`src/hdl/msg_pkg.sv`:
```
`default_nettype none

package msg_pkg;

	// message fields.
	typedef logic [5:0]  msg_addr_t;   // node address for dst and src.
	typedef logic [31:0] msg_data_t;
	typedef logic [3:0]  msg_redun_t;  // carried through untouched.

	// destination comparison operators.
	typedef enum logic [2:0] {
		CMP_GT,
		CMP_GE,
		CMP_LT,
		CMP_LE,
		CMP_EQ,
		CMP_NE
	} cmp_oper_t;

	// output channel sender FSM.
	typedef enum logic [1:0] {
		SND_IDLE,
		SND_REQUEST,
		SND_WAIT_REL
	} sender_state_t;

	// defaults for the top level parameters.
	localparam int DEF_FIFO_DEPTH = 4;
	localparam int DEF_DEB_CKS    = 2;

endpackage

`default_nettype wire

```
`src/hdl/msg_chnl_if.sv`:
```
`timescale 1ns/1ps
`default_nettype none

// one four-phase message channel.
interface msg_chnl_if;

	logic                 req;
	logic                 ack;
	msg_pkg::msg_addr_t   dst;
	msg_pkg::msg_addr_t   src;
	msg_pkg::msg_data_t   dat;
	msg_pkg::msg_redun_t  red;

	modport snd (
		output req,
		output dst,
		output src,
		output dat,
		output red,
		input  ack
	);

	modport rcv (
		input  req,
		input  dst,
		input  src,
		input  dat,
		input  red,
		output ack
	);

endinterface

`default_nettype wire

```
`src/hdl/chnl_sender.sv`:
```
`timescale 1ns/1ps
`default_nettype none

module chnl_sender (
	input  logic                gch_clk,
	input  logic                gch_reset,
	input  logic                empty,
	output logic                pop,
	input  msg_pkg::msg_addr_t  rd_dst,
	input  msg_pkg::msg_addr_t  rd_src,
	input  msg_pkg::msg_data_t  rd_dat,
	input  msg_pkg::msg_redun_t rd_red,
	msg_chnl_if.snd             chnl
);

	msg_pkg::sender_state_t state;

	logic                req_q;
	msg_pkg::msg_addr_t  dst_q;
	msg_pkg::msg_addr_t  src_q;
	msg_pkg::msg_data_t  dat_q;
	msg_pkg::msg_redun_t red_q;

	// take the head as soon as the channel is free.
	assign pop = (state == msg_pkg::SND_IDLE) && !empty;

	always_ff @(posedge gch_clk) begin
		if (gch_reset) begin
			state <= msg_pkg::SND_IDLE;
			req_q <= 1'b0;
		end else begin
			case (state)
				msg_pkg::SND_IDLE: begin
					if (!empty) begin
						req_q <= 1'b1;
						state <= msg_pkg::SND_REQUEST;
					end
				end
				msg_pkg::SND_REQUEST: begin
					if (chnl.ack) begin
						req_q <= 1'b0;
						state <= msg_pkg::SND_WAIT_REL;
					end
				end
				msg_pkg::SND_WAIT_REL: begin
					if (!chnl.ack) state <= msg_pkg::SND_IDLE; // four-phase done.
				end
				default: state <= msg_pkg::SND_IDLE;
			endcase
		end
	end

	always_ff @(posedge gch_clk) begin
		if (pop) begin
			dst_q <= rd_dst;
			src_q <= rd_src;
			dat_q <= rd_dat;
			red_q <= rd_red;
		end
	end

	assign chnl.req = req_q;
	assign chnl.dst = dst_q;
	assign chnl.src = src_q;
	assign chnl.dat = dat_q;
	assign chnl.red = red_q;

	a_fields_stable: assert property (@(posedge gch_clk) disable iff (gch_reset)
		req_q && $past(req_q) |-> $stable({dst_q, src_q, dat_q, red_q}));

endmodule

`default_nettype wire

```
`src/hdl/msg_fifo.sv`:
```
`timescale 1ns/1ps
`default_nettype none

module msg_fifo #(
	parameter int FIFO_DEPTH = msg_pkg::DEF_FIFO_DEPTH
) (
	input  logic                gch_clk,
	input  logic                gch_reset,
	input  logic                push,
	input  logic                pop,
	input  msg_pkg::msg_addr_t  wr_dst,
	input  msg_pkg::msg_addr_t  wr_src,
	input  msg_pkg::msg_data_t  wr_dat,
	input  msg_pkg::msg_redun_t wr_red,
	output msg_pkg::msg_addr_t  rd_dst,
	output msg_pkg::msg_addr_t  rd_src,
	output msg_pkg::msg_data_t  rd_dat,
	output msg_pkg::msg_redun_t rd_red,
	output logic                full,
	output logic                empty
);

	localparam int IDX_W = (FIFO_DEPTH > 1) ? $clog2(FIFO_DEPTH) : 1;
	localparam int CNT_W = $clog2(FIFO_DEPTH + 1);

	msg_pkg::msg_addr_t  mem_dst [FIFO_DEPTH];
	msg_pkg::msg_addr_t  mem_src [FIFO_DEPTH];
	msg_pkg::msg_data_t  mem_dat [FIFO_DEPTH];
	msg_pkg::msg_redun_t mem_red [FIFO_DEPTH];

	logic [IDX_W-1:0] wr_idx;
	logic [IDX_W-1:0] rd_idx;
	logic [CNT_W-1:0] count;

	assign full  = (count == CNT_W'(FIFO_DEPTH));
	assign empty = (count == '0);

	// head of queue.
	assign rd_dst = mem_dst[rd_idx];
	assign rd_src = mem_src[rd_idx];
	assign rd_dat = mem_dat[rd_idx];
	assign rd_red = mem_red[rd_idx];

	always_ff @(posedge gch_clk) begin
		if (push) begin
			mem_dst[wr_idx] <= wr_dst;
			mem_src[wr_idx] <= wr_src;
			mem_dat[wr_idx] <= wr_dat;
			mem_red[wr_idx] <= wr_red;
		end
	end

	always_ff @(posedge gch_clk) begin
		if (gch_reset) begin
			wr_idx <= '0;
			rd_idx <= '0;
			count  <= '0;
		end else begin
			if (push) begin
				wr_idx <= (wr_idx == IDX_W'(FIFO_DEPTH - 1)) ? '0 : wr_idx + 1'b1;
			end
			if (pop) begin
				rd_idx <= (rd_idx == IDX_W'(FIFO_DEPTH - 1)) ? '0 : rd_idx + 1'b1;
			end
			if (push && !pop) begin
				count <= count + 1'b1;
			end else if (pop && !push) begin
				count <= count - 1'b1;
			end
		end
	end

	a_no_overflow: assert property (@(posedge gch_clk) disable iff (gch_reset)
		push |-> !full);
	a_no_underflow: assert property (@(posedge gch_clk) disable iff (gch_reset)
		pop |-> !empty);

endmodule

`default_nettype wire

```
`src/hdl/msg_splitter.sv`:
```
`timescale 1ns/1ps
`default_nettype none

module msg_splitter #(
	parameter int                 FIFO_DEPTH = msg_pkg::DEF_FIFO_DEPTH,
	parameter msg_pkg::cmp_oper_t OPER_1     = msg_pkg::CMP_GT,
	parameter msg_pkg::msg_addr_t REF_VAL_1  = '0,
	parameter bit                 IS_RANGE   = 1'b0,
	parameter msg_pkg::cmp_oper_t OPER_2     = msg_pkg::CMP_GT,
	parameter msg_pkg::msg_addr_t REF_VAL_2  = '0
) (
	input  logic    gch_clk,
	input  logic    gch_reset,
	output logic    ready,
	msg_chnl_if.rcv rcv,
	msg_chnl_if.snd snd0,
	msg_chnl_if.snd snd1
);

	function automatic logic dst_cmp(msg_pkg::cmp_oper_t op, msg_pkg::msg_addr_t lhs,
		msg_pkg::msg_addr_t rhs);
		case (op)
			msg_pkg::CMP_GT: return lhs > rhs;
			msg_pkg::CMP_GE: return lhs >= rhs;
			msg_pkg::CMP_LT: return lhs < rhs;
			msg_pkg::CMP_LE: return lhs <= rhs;
			msg_pkg::CMP_EQ: return lhs == rhs;
			msg_pkg::CMP_NE: return lhs != rhs;
			default:         return 1'b0;
		endcase
	endfunction

	logic ready_q;
	logic ack_q;
	logic match;
	logic take;
	logic push0, push1;
	logic pop0, pop1;
	logic full0, full1;
	logic empty0, empty1;

	msg_pkg::msg_addr_t  h0_dst, h0_src, h1_dst, h1_src;
	msg_pkg::msg_data_t  h0_dat, h1_dat;
	msg_pkg::msg_redun_t h0_red, h1_red;

	assign match = dst_cmp(OPER_1, rcv.dst, REF_VAL_1) &&
		(!IS_RANGE || dst_cmp(OPER_2, rcv.dst, REF_VAL_2));

	// a full target fifo stalls the input for both outputs.
	assign take  = ready_q && rcv.req && !ack_q;
	assign push0 = take && match && !full0;
	assign push1 = take && !match && !full1;

	always_ff @(posedge gch_clk) begin
		if (gch_reset) begin
			ready_q <= 1'b0;
			ack_q   <= 1'b0;
		end else begin
			ready_q <= 1'b1;
			if (push0 || push1) begin
				ack_q <= 1'b1;
			end else if (!rcv.req && ack_q) begin
				ack_q <= 1'b0; // release phase.
			end
		end
	end

	assign ready   = ready_q;
	assign rcv.ack = ack_q;

	msg_fifo #(.FIFO_DEPTH(FIFO_DEPTH)) fifo0_inst (
		.gch_clk, .gch_reset, .push(push0), .pop(pop0),
		.wr_dst(rcv.dst), .wr_src(rcv.src), .wr_dat(rcv.dat), .wr_red(rcv.red),
		.rd_dst(h0_dst), .rd_src(h0_src), .rd_dat(h0_dat), .rd_red(h0_red),
		.full(full0), .empty(empty0)
	);

	msg_fifo #(.FIFO_DEPTH(FIFO_DEPTH)) fifo1_inst (
		.gch_clk, .gch_reset, .push(push1), .pop(pop1),
		.wr_dst(rcv.dst), .wr_src(rcv.src), .wr_dat(rcv.dat), .wr_red(rcv.red),
		.rd_dst(h1_dst), .rd_src(h1_src), .rd_dat(h1_dat), .rd_red(h1_red),
		.full(full1), .empty(empty1)
	);

	chnl_sender sender0_inst (
		.gch_clk, .gch_reset, .empty(empty0), .pop(pop0),
		.rd_dst(h0_dst), .rd_src(h0_src), .rd_dat(h0_dat), .rd_red(h0_red),
		.chnl(snd0)
	);

	chnl_sender sender1_inst (
		.gch_clk, .gch_reset, .empty(empty1), .pop(pop1),
		.rd_dst(h1_dst), .rd_src(h1_src), .rd_dat(h1_dat), .rd_red(h1_red),
		.chnl(snd1)
	);

	a_ack_after_req: assert property (@(posedge gch_clk) disable iff (gch_reset)
		$rose(ack_q) |-> rcv.req);

endmodule

`default_nettype wire

```
`src/hdl/split_node_top.sv`:
```
`timescale 1ns/1ps
`default_nettype none

module split_node_top #(
	parameter int                 FIFO_DEPTH = msg_pkg::DEF_FIFO_DEPTH,
	parameter int                 DEB_CKS    = msg_pkg::DEF_DEB_CKS,
	parameter msg_pkg::cmp_oper_t OPER_1     = msg_pkg::CMP_GT,
	parameter msg_pkg::msg_addr_t REF_VAL_1  = '0,
	parameter bit                 IS_RANGE   = 1'b0,
	parameter msg_pkg::cmp_oper_t OPER_2     = msg_pkg::CMP_GT,
	parameter msg_pkg::msg_addr_t REF_VAL_2  = '0
) (
	input  logic                gch_clk,
	input  logic                gch_reset,
	output logic                gch_ready,
	input  logic                in_req,
	output logic                in_ack,
	input  msg_pkg::msg_addr_t  in_dst,
	input  msg_pkg::msg_addr_t  in_src,
	input  msg_pkg::msg_data_t  in_dat,
	input  msg_pkg::msg_redun_t in_red,
	output logic                out0_req,
	input  logic                out0_ack,
	output msg_pkg::msg_addr_t  out0_dst,
	output msg_pkg::msg_addr_t  out0_src,
	output msg_pkg::msg_data_t  out0_dat,
	output msg_pkg::msg_redun_t out0_red,
	output logic                out1_req,
	input  logic                out1_ack,
	output msg_pkg::msg_addr_t  out1_dst,
	output msg_pkg::msg_addr_t  out1_src,
	output msg_pkg::msg_data_t  out1_dat,
	output msg_pkg::msg_redun_t out1_red
);

	msg_chnl_if in_chnl ();
	msg_chnl_if out0_chnl ();
	msg_chnl_if out1_chnl ();

	// fields need no filter as they are sampled under req.
	strobe_debouncer #(.DEB_CKS(DEB_CKS)) in_req_deb_inst (
		.gch_clk, .gch_reset, .raw(in_req), .stable(in_chnl.req));
	strobe_debouncer #(.DEB_CKS(DEB_CKS)) out0_ack_deb_inst (
		.gch_clk, .gch_reset, .raw(out0_ack), .stable(out0_chnl.ack));
	strobe_debouncer #(.DEB_CKS(DEB_CKS)) out1_ack_deb_inst (
		.gch_clk, .gch_reset, .raw(out1_ack), .stable(out1_chnl.ack));

	assign in_chnl.dst = in_dst;
	assign in_chnl.src = in_src;
	assign in_chnl.dat = in_dat;
	assign in_chnl.red = in_red;
	assign in_ack      = in_chnl.ack;

	assign out0_req = out0_chnl.req;
	assign out0_dst = out0_chnl.dst;
	assign out0_src = out0_chnl.src;
	assign out0_dat = out0_chnl.dat;
	assign out0_red = out0_chnl.red;

	assign out1_req = out1_chnl.req;
	assign out1_dst = out1_chnl.dst;
	assign out1_src = out1_chnl.src;
	assign out1_dat = out1_chnl.dat;
	assign out1_red = out1_chnl.red;

	msg_splitter #(
		.FIFO_DEPTH(FIFO_DEPTH),
		.OPER_1(OPER_1), .REF_VAL_1(REF_VAL_1), .IS_RANGE(IS_RANGE),
		.OPER_2(OPER_2), .REF_VAL_2(REF_VAL_2)
	) splitter_inst (
		.gch_clk, .gch_reset, .ready(gch_ready),
		.rcv(in_chnl.rcv), .snd0(out0_chnl.snd), .snd1(out1_chnl.snd)
	);

endmodule

`default_nettype wire

```
`src/hdl/strobe_debouncer.sv`:
```
`timescale 1ns/1ps
`default_nettype none

module strobe_debouncer #(
	parameter int DEB_CKS = msg_pkg::DEF_DEB_CKS
) (
	input  logic gch_clk,
	input  logic gch_reset,
	input  logic raw,
	output logic stable
);

	localparam int CNT_W = (DEB_CKS > 0) ? $clog2(DEB_CKS + 1) : 1;

	logic             raw_q;
	logic [CNT_W-1:0] stable_cnt;

	// counter restarts on every change of raw.
	always_ff @(posedge gch_clk) begin
		if (gch_reset) begin
			raw_q      <= 1'b0;
			stable_cnt <= '0;
			stable     <= 1'b0;
		end else begin
			raw_q <= raw;
			if (raw != raw_q) begin
				stable_cnt <= '0;
			end else if (stable_cnt != CNT_W'(DEB_CKS)) begin
				stable_cnt <= stable_cnt + 1'b1; // saturates at DEB_CKS.
			end
			if (stable_cnt == CNT_W'(DEB_CKS)) begin
				stable <= raw_q;
			end
		end
	end

endmodule

`default_nettype wire

```
`config.mk`:
```
export PLATFORM = sky130hd
export DESIGN_NAME = split_node_top
export DESIGN_NICKNAME = d
export VERILOG_FILES = /design/src/hdl/msg_pkg.sv /design/src/hdl/msg_chnl_if.sv /design/src/hdl/chnl_sender.sv /design/src/hdl/msg_fifo.sv /design/src/hdl/msg_splitter.sv /design/src/hdl/split_node_top.sv /design/src/hdl/strobe_debouncer.sv
export SDC_FILE = /design/constraint.sdc
export NUM_CORES = 1
export LEC_CHECK = 0
export BUFFER_PORTS_ARGS = -buffer_cell sky130_fd_sc_hd__buf_4
export CORE_UTILIZATION = 53
export DETAILED_ROUTE_END_ITERATION = 8
export PLACE_DENSITY = 0.76
export SLEW_MARGIN = 10
export SYNTH_ARGS = -nofsm -noshare
export SYNTH_HDL_FRONTEND = slang
export SYNTH_SLANG_ARGS = --single-unit
```
`constraint.sdc`:
```
create_clock -name gch_clk -period 2.3 [get_ports gch_clk]
set_input_delay 0.115 -clock gch_clk [delete_from_list [all_inputs] [get_ports gch_clk]]
set_output_delay 0.115 -clock gch_clk [all_outputs]
set_load 0.02 [all_outputs]
```
==> results of run 1 <==
==> flip-flops by register name, summed over array words and instances (netlist names), 16 cells and up <==
name                                 count
splitter_inst.fifo0_inst.mem_dst        24
splitter_inst.fifo1_inst.mem_dst        24
splitter_inst.fifo0_inst.mem_dat       128
splitter_inst.fifo1_inst.mem_src        24
splitter_inst.fifo1_inst.mem_dat       128
splitter_inst.sender1_inst.chnl.dat     32
splitter_inst.sender0_inst.chnl.dat     32
splitter_inst.fifo0_inst.mem_red        16
splitter_inst.fifo0_inst.mem_src        24
splitter_inst.fifo1_inst.mem_red        16
==> Yosys cell counts (2+ instances only) <==
cell type and n:
and3_1 2, o21ai_0 2, buf_2 14, nor2_1 27
fa_1 2, clkbuf_1 10, nand2_1 7, or3_1 5
dfxtp_1 34, nand3b_1 3, a21oi_1 11, and2_1 8
edfxtp_1 480, buf_1 2, ha_1 15, xor2_1 9
nor2b_1 3, or3b_2 2, mux2i_1 11, mux4_2 96
xnor2_1 3, inv_1 12, nor3_1 2
==> report_power, final <==
part / internal, uW / total [uW] / switching [uW]
registers: 11700 / 12500 / 847
logic: 2570 / 5520 / 2950
clock network: 4650 / 7850 / 3200
==> metal layers <==
layer	up-vias	GRT usage	routed length, um
li1	3677	-	-
met3	58	0.0348	1920
met5	-	0	0
met1	4351	0.283	14800
met4	0	0.0547	645
met2	273	0.328	17500
==> path summary, 6_finish.rpt <==
path / startpoint / to / cells past startpoint
worst max-delay path: in_dst[1] / splitter_inst.fifo1_inst.count[2] / 11
worst min-delay path: in_dat[7] / splitter_inst.fifo0_inst.mem_dat[2][7] / 2
worst max register to register: splitter_inst.rcv.ack / splitter_inst.fifo1_inst.count[2] / 8
worst min register to register: splitter_inst.fifo1_inst.count[2] / splitter_inst.fifo1_inst.count[2] / 2
==> per-stage QoR <==
| step | worst slack [ns] | setup TNS (ns) |
|---|---|---|
| 2_1_floorplan | -0.0371 | -0.0371 |
| 3_3_place_gp | 0.00224 | 0 |
| 3_5_place_dp | -0.0187 | -0.0187 |
| 4_1_cts | 0.00749 | 0 |
| 5_1_grt | -0.0760 | -0.0760 |
| 6_report | 0.0223 | 0 |
==> final cells by class <==
cell class | instances | area, sq um | area share
sequential | 514 | 15100 | 0.672
multi-input combinational | 214 | 3080 | 0.137
timing repair buffer | 238 | 2110 | 0.0940
clock buffer | 65 | 1310 | 0.0581
tap | 448 | 561 | 0.0249
clock inverter | 22 | 259 | 0.0115
inverter | 12 | 45.0 | 0.00200
==> cells by family after synthesis <==
kind of cell               synth area share
DFF                                   0.825
muxes                                 0.124
adders and majority gates            0.0125
AOI/OAI and AO/OA                   0.00479
buffers and inverters               0.00978
and+or+nand+nor                      0.0177
xor gates and xnor gates            0.00575
==> placed cells by master (no fill, tap or decap), types with 3 or more instances in the layout <==
cell / netlist / layout
xor2_1: 9 / 9
xnor2_1: 3 / 3
mux2i_1: 11 / 11
mux4_2: 96 / 96
clkbuf_16: 0 / 49
dfxtp_1: 34 / 27
or3_1: 5 / 5
nand2_1: 7 / 7
edfxtp_1: 480 / 480
clkbuf_1: 10 / 14
dfxtp_4: 0 / 5
nor2b_1: 3 / 3
inv_1: 12 / 10
buf_4: 1 / 168
nand3b_1: 3 / 3
clkinv_2: 0 / 7
buf_12: 0 / 15
a21oi_1: 11 / 10
and2_4: 0 / 8
nor2_1: 27 / 27
dlygate4sd3_1: 0 / 55
ha_1: 15 / 13
bufinv_16: 0 / 6
clkinv_1: 0 / 7
==> what timing repair did <==
item	CTS	global route
gates resized for setup	0	7
hold buffers	55	0
hold endpoints to repair	415	0
endpoints found under the setup margin	0	2
buffers inserted	0	0
==> results.cfg, run 1 <==
[placement]
port_buffers = 152
gp_congestion = 0.744
place_inst = 1371
placedInstanceArea_sq_um = 20300
hpwl_um = 19500

[drt]
postRouteAntennaNets = 0
vias = 8359
via_per_inst = 5.52
dr.pass1.iters = 5
drc = 0
wl_per_cell_um = 23.0
drtIter0Drc = 652
drt_wl_total_um = 34900

[global_route]
grt_max_degree = 49
grt-ovfl-total = 0
grt_pass1_wl_um = 52300
grt_pass1_vias = 8641
antenna_found_initial = 0
grt_use_total = 0.201

[logic_synthesis]
ys_ff_latch = 514
yosysWarnings = 0
yosys.area.top_type_share = 0.788
ys_seq_area_frac = 0.825
yosys_most_used_dff = edfxtp_1
synth_edf_count = 480
yosysTopAreaCell = edfxtp_1
yosys-top-cells-area = edfxtp_1, mux4_2, dfxtp_1
syn_area_sq_um = 18300
yosysUniqueCellTypes = 31
async_reset_ff_frac = 0
synthCells = 768
syn_area_per_cell_sq_um = 23.8
syn_nets = 838

[final_layout]
fin_util = 0.665
fillers = 2088
num_antenna_cells = 0
drive_above_1_share = 0.350
design_area_sq_um = 22500
final_cells = 1513
syn_to_final_growth_pct = 22.9
nets = 1098

[floorplanning]
start_util = 0.541
core_sq_um = 33800
io_pins = 153
dieHeight_um = 188
die_w_um = 188
fp-row-count = 67
dieArea_sq_um = 35300

[sta]
setup_viol = 0
max_slew_margin = 0.427
worst_pin_slew_ns = 0.859
fin_skew_ns = 0.0129
clock.fmax_mhz = 439
final_hold_viol_count = 0
period_share = 0.990
report.final.slew_viol_count = 0
min_period_ns = 2.28
rsz0062_at_grt = true
timing.hold.ws_ns = 0.338

[worst_setup_path]
ff2ff_setup_slack_ns = 0.10
max_stage_delay_ns = 0.54
path_cells = dlygate4sd3_1 > buf_4 > nor4_4 > buf_4 > and4bb_2 > ha_2 > inv_1 > fa_2 > xor2_1 > or3_1 > a21oi_1
crit_fanout = 2
start_kind = primary input
critPathBufInv = 4
cpLargestDelayFamily = buffers and inverters
worstPathArrival_ns = 2.75
criticalPathCategory = in2reg
crit_top_cell = buf_4
cpMaxStageDelayCell = dlygate4sd3_1
end_kind = register
worstPathRequired_ns = 2.78

[cts]
cts_buffers = 48
cts_tree = built
clk_pin_slew_ns = 0.07
h-tree-depth = 2
clock_sinks = 514
clkLatencyLatePin_ns = 0.55
cts-root-buf = clkbuf_16
clockBufferDepth = 3

[min_path]
hold_class = in2reg

[pwr]
power.density_nw_per_um2 = 1150
leakage_uw = 0.00753
ir_worst_vdd_mv = 0.765
finalPower_uw = 25900

[outcome]
outcome = completed

[flow_run]
max-cap-violations = 0
Note: power is estimated with default switching activity, not from simulation.
==> run 2, diff against run 1 <==
PLACE_DENSITY = 0.8   (was 0.76)
==> run 2 against run 1 <==
  * Via count rose by 3.7%
  * Worst hold slack improved by 0.015 ns
  * Routed wire length rose by 6.9%
  * Final cell count rose by 1.7%
  * Sequential share of layout area fell by 1.1 points
  * Critical endpoint unchanged
  * Largest cell class unchanged
  * Largest power group unchanged
==> results.cfg, run 2 (synthesis gave the netlist of run 1 again) <==
[outcome]
outcome = completed

[placement]
port_buffers = 152
post-place-ws_ns = -0.0146
hpwl_um = 21000
place_inst = 1389
placedInstanceArea_sq_um = 20600
gp_congestion = 0.750

[drt]
wl_met3_um = 2330
topRoutingLayerUsed = met5
drc = 0
dr.pass1.iters = 5
routed-wl-met2_um = 19400
wl_per_cell_um = 24.2
vias = 8671
via_per_inst = 5.63
drt_wl_total_um = 37300
wl_met1_um = 14900
drtIter0Drc = 754
postRouteAntennaNets = 0

[cts]
cts-root-buf = clkbuf_16
h-tree-depth = 2
cts_buffers = 49
clkLatencyLatePin_ns = 0.55
clockBufferDepth = 3
cts_tree = built
clock_sinks = 514
clk_pin_slew_ns = 0.06

[worst_setup_path]
start_kind = register
criticalPathCategory = reg2reg
worstPathRequired_ns = 2.78
crit_fanout = 3
worstPathArrival_ns = 2.69
end_kind = register

[sta]
fin_skew_ns = 0.0172
fin_ws_ns = 0.0883
max_slew_margin = 0.588
min_period_ns = 2.21
setup_viol = 0
rsz0062_at_grt = false
report.final.slew_viol_count = 0
period_share = 0.962
final_hold_viol_count = 0
tns_ns = 0
worst_pin_slew_ns = 0.618
clock.fmax_mhz = 452

[pwr]
intPower_uw = 19300
seqPwrFrac = 0.473
power.density_nw_per_um2 = 1160
combPwrFrac = 0.217
p_sw_uw = 7170
clkPwrFrac = 0.310
leakage_uw = 0.00771
ir_worst_vdd_mv = 0.769
p_sw_frac = 0.271

[final_layout]
nets = 1119
fin_util = 0.676
fillers = 1989
largestRegisters = splitter_inst.fifo0_inst.mem_dat: 128 flops, splitter_inst.fifo1_inst.mem_dat: 128 flops
syn_to_final_growth_pct = 24.9
final_cells = 1539
drive_above_1_share = 0.369
final_common_cell = edfxtp_1
layout_common_cells = edfxtp_1, buf_4, mux4_2, dlygate4sd3_1, clkbuf_16
design_area_sq_um = 22800

[global_route]
grt_use_total = 0.216
grt-ovfl-total = 0
grt_pass1_vias = 9160
grt_pass1_wl_um = 55700
antenna_found_initial = 1
grt_max_degree = 49

[flow_run]
max-cap-violations = 0

[floorplanning]
dieHeight_um = 188
start_util = 0.541
dieArea_sq_um = 35300
die_w_um = 188
fp-row-count = 67
io_pins = 153
core_sq_um = 33800

[min_path]
hold_class = in2reg
[run 2: cell count changes in the layout (fill, tap and decap cells not counted), moves of 2 or more]
cell / change
clkbuf_16: +2
clkbuf_1: -3
inv_6: +2
buf_12: +8
buf_4: +12
clkinv_2: +2
[run 2: area by class of cell]
| cell class | instances | area [sq um] | area share |
|---|---|---|---|
| Antenna cell | 1 | 2.50 | 0.000110 |
| Clock buffer | 65 | 1360 | 0.0595 |
| Clock inverter | 27 | 315 | 0.0138 |
| Inverter | 12 | 45.0 | 0.00197 |
| Multi-Input combinational cell | 214 | 3080 | 0.135 |
| Sequential cell | 514 | 15100 | 0.662 |
| Tap cell | 448 | 561 | 0.0245 |
| Timing Repair Buffer | 258 | 2360 | 0.103 |
[run 2: critical path, stage by stage, from the launching register on]
cell	delay (ns)
dfxtp_4	0.34
nand3b_1	0.21
and4bb_2	0.34
ha_2	0.18
inv_1	0.06
fa_2	0.38
xor2_1	0.17
or3_1	0.32
a21oi_2	0.14
[run 2: layer usage]
metal,vias up,global-route usage
met5,-,0
met1,4546,0.288
met4,2,0.0585
li1,3726,-
met2,345,0.372
met3,52,0.0359
[run 2: timing repair]
item / in CTS / in global routing
resized for setup: 0 / 7
endpoints found under the setup margin: 0 / 2
buffers inserted: 0 / 2
hold buffers: 55 / 0
endpoints found under the hold margin: 415 / 0
[run 2: power groups by stage]
stage	sequential (uW)	clock [uW]	combinational [uW]
final	12500	8220	5740
after global routing	12600	8690	6050
after CTS	12500	8340	5780
after detailed placement	12700	0	5640
after global placement	12700	0	5500
after floorplan	13300	0	2310
[run 2: worst paths after layout]
check	start	endpoint	slack, ns	cells past startpoint
max	splitter_inst.rcv.ack	splitter_inst.fifo1_inst.count[2]	0.09	8
max reg2reg	splitter_inst.rcv.ack	splitter_inst.fifo1_inst.count[2]	0.09	8
min	in_dat[17]	splitter_inst.fifo0_inst.mem_dat[2][17]	0.35	2
min reg2reg	out1_ack_deb_inst.stable_cnt[1]	out1_ack_deb_inst.stable_cnt[1]	0.50	2
[run 2: through the flow]
stage | total power [uW] | hold slack, ns
finish | 26500 | 0.354
global route | 27400 | 0.343
CTS | 26700 | 0.332
detailed placement | 18300 | 0.349
global placement | 18200 | 0.344
floorplan | 15600 | 0.214
==> run 3, diff against run 2 <==
ABC_AREA = 1   (was unset)
PLACE_DENSITY = 0.82   (was 0.8)
==> run 3 against run 2 <==
  * Synthesized cell count grew 62%
  * Setup slack gained 0.088 ns
  * Maximum frequency grew 4.2%
  * Critical path depth grew 5
  * Total power grew 3.9%
  * First-iteration DRC count grew 75%
  * Global-route usage grew 1.4 points
==> results.cfg, run 3 <==
[cts]
cts-root-buf = clkbuf_16
clkLatencyLatePin_ns = 0.57
h-tree-depth = 2
clk_pin_slew_ns = 0.07
ctsResizeCount = 0
clock_sinks = 514
cts_buffers = 49
cts_tree = built
clockBufferDepth = 3

[worst_setup_path]
r2r_end = splitter_inst.fifo0_inst.count[2]
criticalPathCategory = in2reg
reg2regPathDepth = 11
path_cells = dlygate4sd3_1 > buf_4 > nor2_1 > nand3_1 > nor2_4 > ha_1 > inv_1 > fa_1 > nor2_1 > nor2_1 > nand2_1 > o21ai_0 > a21oi_1
rr_startpoint = splitter_inst.fifo0_inst.count[0]
crit_top_cell = nor2_1
cp-endpoint = splitter_inst.fifo1_inst.count[2]
ff2ff_setup_slack_ns = 0.22
worstPathRequired_ns = 2.78
critPathBufInv = 3
worstPathArrival_ns = 2.60
cpMaxStageDelayCell = dlygate4sd3_1
max_stage_delay_ns = 0.58
start_kind = primary input
cpLargestDelayFamily = buffers and inverters
end_kind = register
critical_path_cell_count = 13
crit_fanout = 9
critPathLaunch = in_dst[1]

[logic_synthesis]
synth-compound-area-share = 0.0948
netlist_top_cells_count = edfxtp_1, nor2_1, o21ai_0, o22ai_1, inv_1
ys_ff_latch = 514
synth_edf_count = 480
yosys.area.top_type_share = 0.769
syn_nets = 1314
yosysWarnings = 0
yosysTopAreaCell = edfxtp_1
synthCells = 1244
syn_area_sq_um = 18700
yosys_most_used_dff = edfxtp_1
synth-xor-area-share = 0
synth_top_family_by_area = compound AO/OA/AOI/OAI gates
syn_area_per_cell_sq_um = 15.1
async_reset_ff_frac = 0
yosysUniqueCellTypes = 25
yosys-top-cells-area = edfxtp_1, o21ai_0, nor2_1
ys_seq_area_frac = 0.805
synthAdderAreaFrac = 0.0121
synth_mux_area_frac = 0
synth_simple_gate_area_frac = 0.0567
yosysMostFrequentCell = edfxtp_1

[pwr]
leakage_uw = 0.00776
clkPwrFrac = 0.274
p_sw_uw = 8890
power.density_nw_per_um2 = 1220
finalPower_uw = 27500
p_sw_frac = 0.323
combPwrFrac = 0.273
intPower_uw = 18600
ir_worst_vdd_mv = 0.754
seqPwrFrac = 0.454

[sta]
period_share = 0.923
worst_pin_slew_ns = 0.677
fin_ws_ns = 0.177
rsz0062_at_grt = false
setup_viol = 0
max_slew_margin = 0.549
final_hold_viol_count = 0
clock.fmax_mhz = 471
min_period_ns = 2.12
report.final.slew_viol_count = 0
fin_skew_ns = 0.0284

[placement]
gp_congestion = 0.773
post-place-ws_ns = 0.229
port_buffers = 152
place_inst = 1818
hpwl_um = 23800

[floorplanning]
dieHeight_um = 190
dieArea_sq_um = 36100
start_util = 0.540
die_w_um = 190
fp-row-count = 68
io_pins = 153
core_sq_um = 34700

[final_layout]
largestRegisters = splitter_inst.fifo0_inst.mem_dat: 128 flops, splitter_inst.fifo1_inst.mem_dat: 128 flops
drive_above_1_share = 0.180
register_area_sq_um = 15100
layout_common_cells = edfxtp_1, nor2_1, o21ai_0, buf_4, o22ai_1
multi_input_area_sq_um = 3130
final_cells = 1961
final_common_cell = edfxtp_1
nets = 1539
syn_to_final_growth_pct = 20.1
fillers = 2270

[global_route]
grt_use_total = 0.230
grt_pass1_vias = 11276
grt-ovfl-total = 0
grt_max_degree = 99
grt_pass1_wl_um = 62700
antenna_found_initial = 2

[drt]
via_per_inst = 5.78
drt_wl_total_um = 41600
dr.pass1.iters = 5
drc = 0
vias = 11338
drtIter0Drc = 1318
wl_per_cell_um = 21.2
postRouteAntennaNets = 0

[outcome]
outcome = completed

[min_path]
hold_class = in2reg
holdPathStages = 2

[flow_run]
max-cap-violations = 0
==> run 3: layout make-up <==
class	count	share of cell area
antenna	2	0.000222
inverter	43	0.00750
timing repair buffer	239	0.0914
clock buffer	63	0.0568
multi-input combinational	622	0.139
sequential	514	0.671
clock inverter	23	0.00889
tap	455	0.0253
==> run 3: power by group through the flow <==
stage	clock [uW]	combinational [uW]	sequential [uW]
finish	7530	7510	12500
global route	7920	8060	12600
CTS	7570	7490	12500
detailed placement	0	7350	12700
global placement	0	7070	12600
floorplan	0	3260	13700
==> run 3: cells by family (layout without fill, tap and decap cells) <==
logic type      count (synthesis)  in the layout
compound gates                331            331
fa+ha+maj                      17             17
buf+inv                       108            368
flops                         514            514
other cells                     0              2
simple gates                  274            274
==> run 3: repair_timing <==
item | CTS | global route
endpoints found under the hold margin | 398 | 0
setup buffers | 0 | 0
hold buffers | 55 | 0
==> run 3: worst min path at each step <==
stage,start,to,slack (ns)
floorplan,in_dat[0],splitter_inst.fifo0_inst.mem_dat[0][0],0.21
global placement,out1_ack,out1_ack_deb_inst.raw_q,0.34
detailed placement,in_dat[28],splitter_inst.fifo0_inst.mem_dat[0][28],0.35
CTS,in_dat[23],splitter_inst.fifo1_inst.mem_dat[2][23],0.31
global route,in_dat[18],splitter_inst.fifo0_inst.mem_dat[2][18],0.34
finish,in_dat[23],splitter_inst.fifo0_inst.mem_dat[3][23],0.32
==> run 3: metal layers <==
| metal | GRT usage | share of wire | vias to the layer above |
|---|---|---|---|
| li1 | - | - | 5065 |
| met3 | 0.0391 | 0.087 | 79 |
| met5 | 0 | 0 | - |
| met2 | 0.382 | 0.49 | 595 |
| met1 | 0.313 | 0.40 | 5599 |
| met4 | 0.0717 | 0.020 | 0 |
==> run 3: per-stage QoR <==
stage          TNS, ns   util  hold WS (ns)  instance area [sq um]
2_1_floorplan   -97.58      -         0.214                  18800
3_3_place_gp         0  0.590         0.340                  20500
3_5_place_dp         0  0.590         0.350                  20500
4_1_cts              0  0.648         0.305                  22500
5_1_grt              0  0.649         0.342                  22500
6_report             0  0.649         0.322                  22500
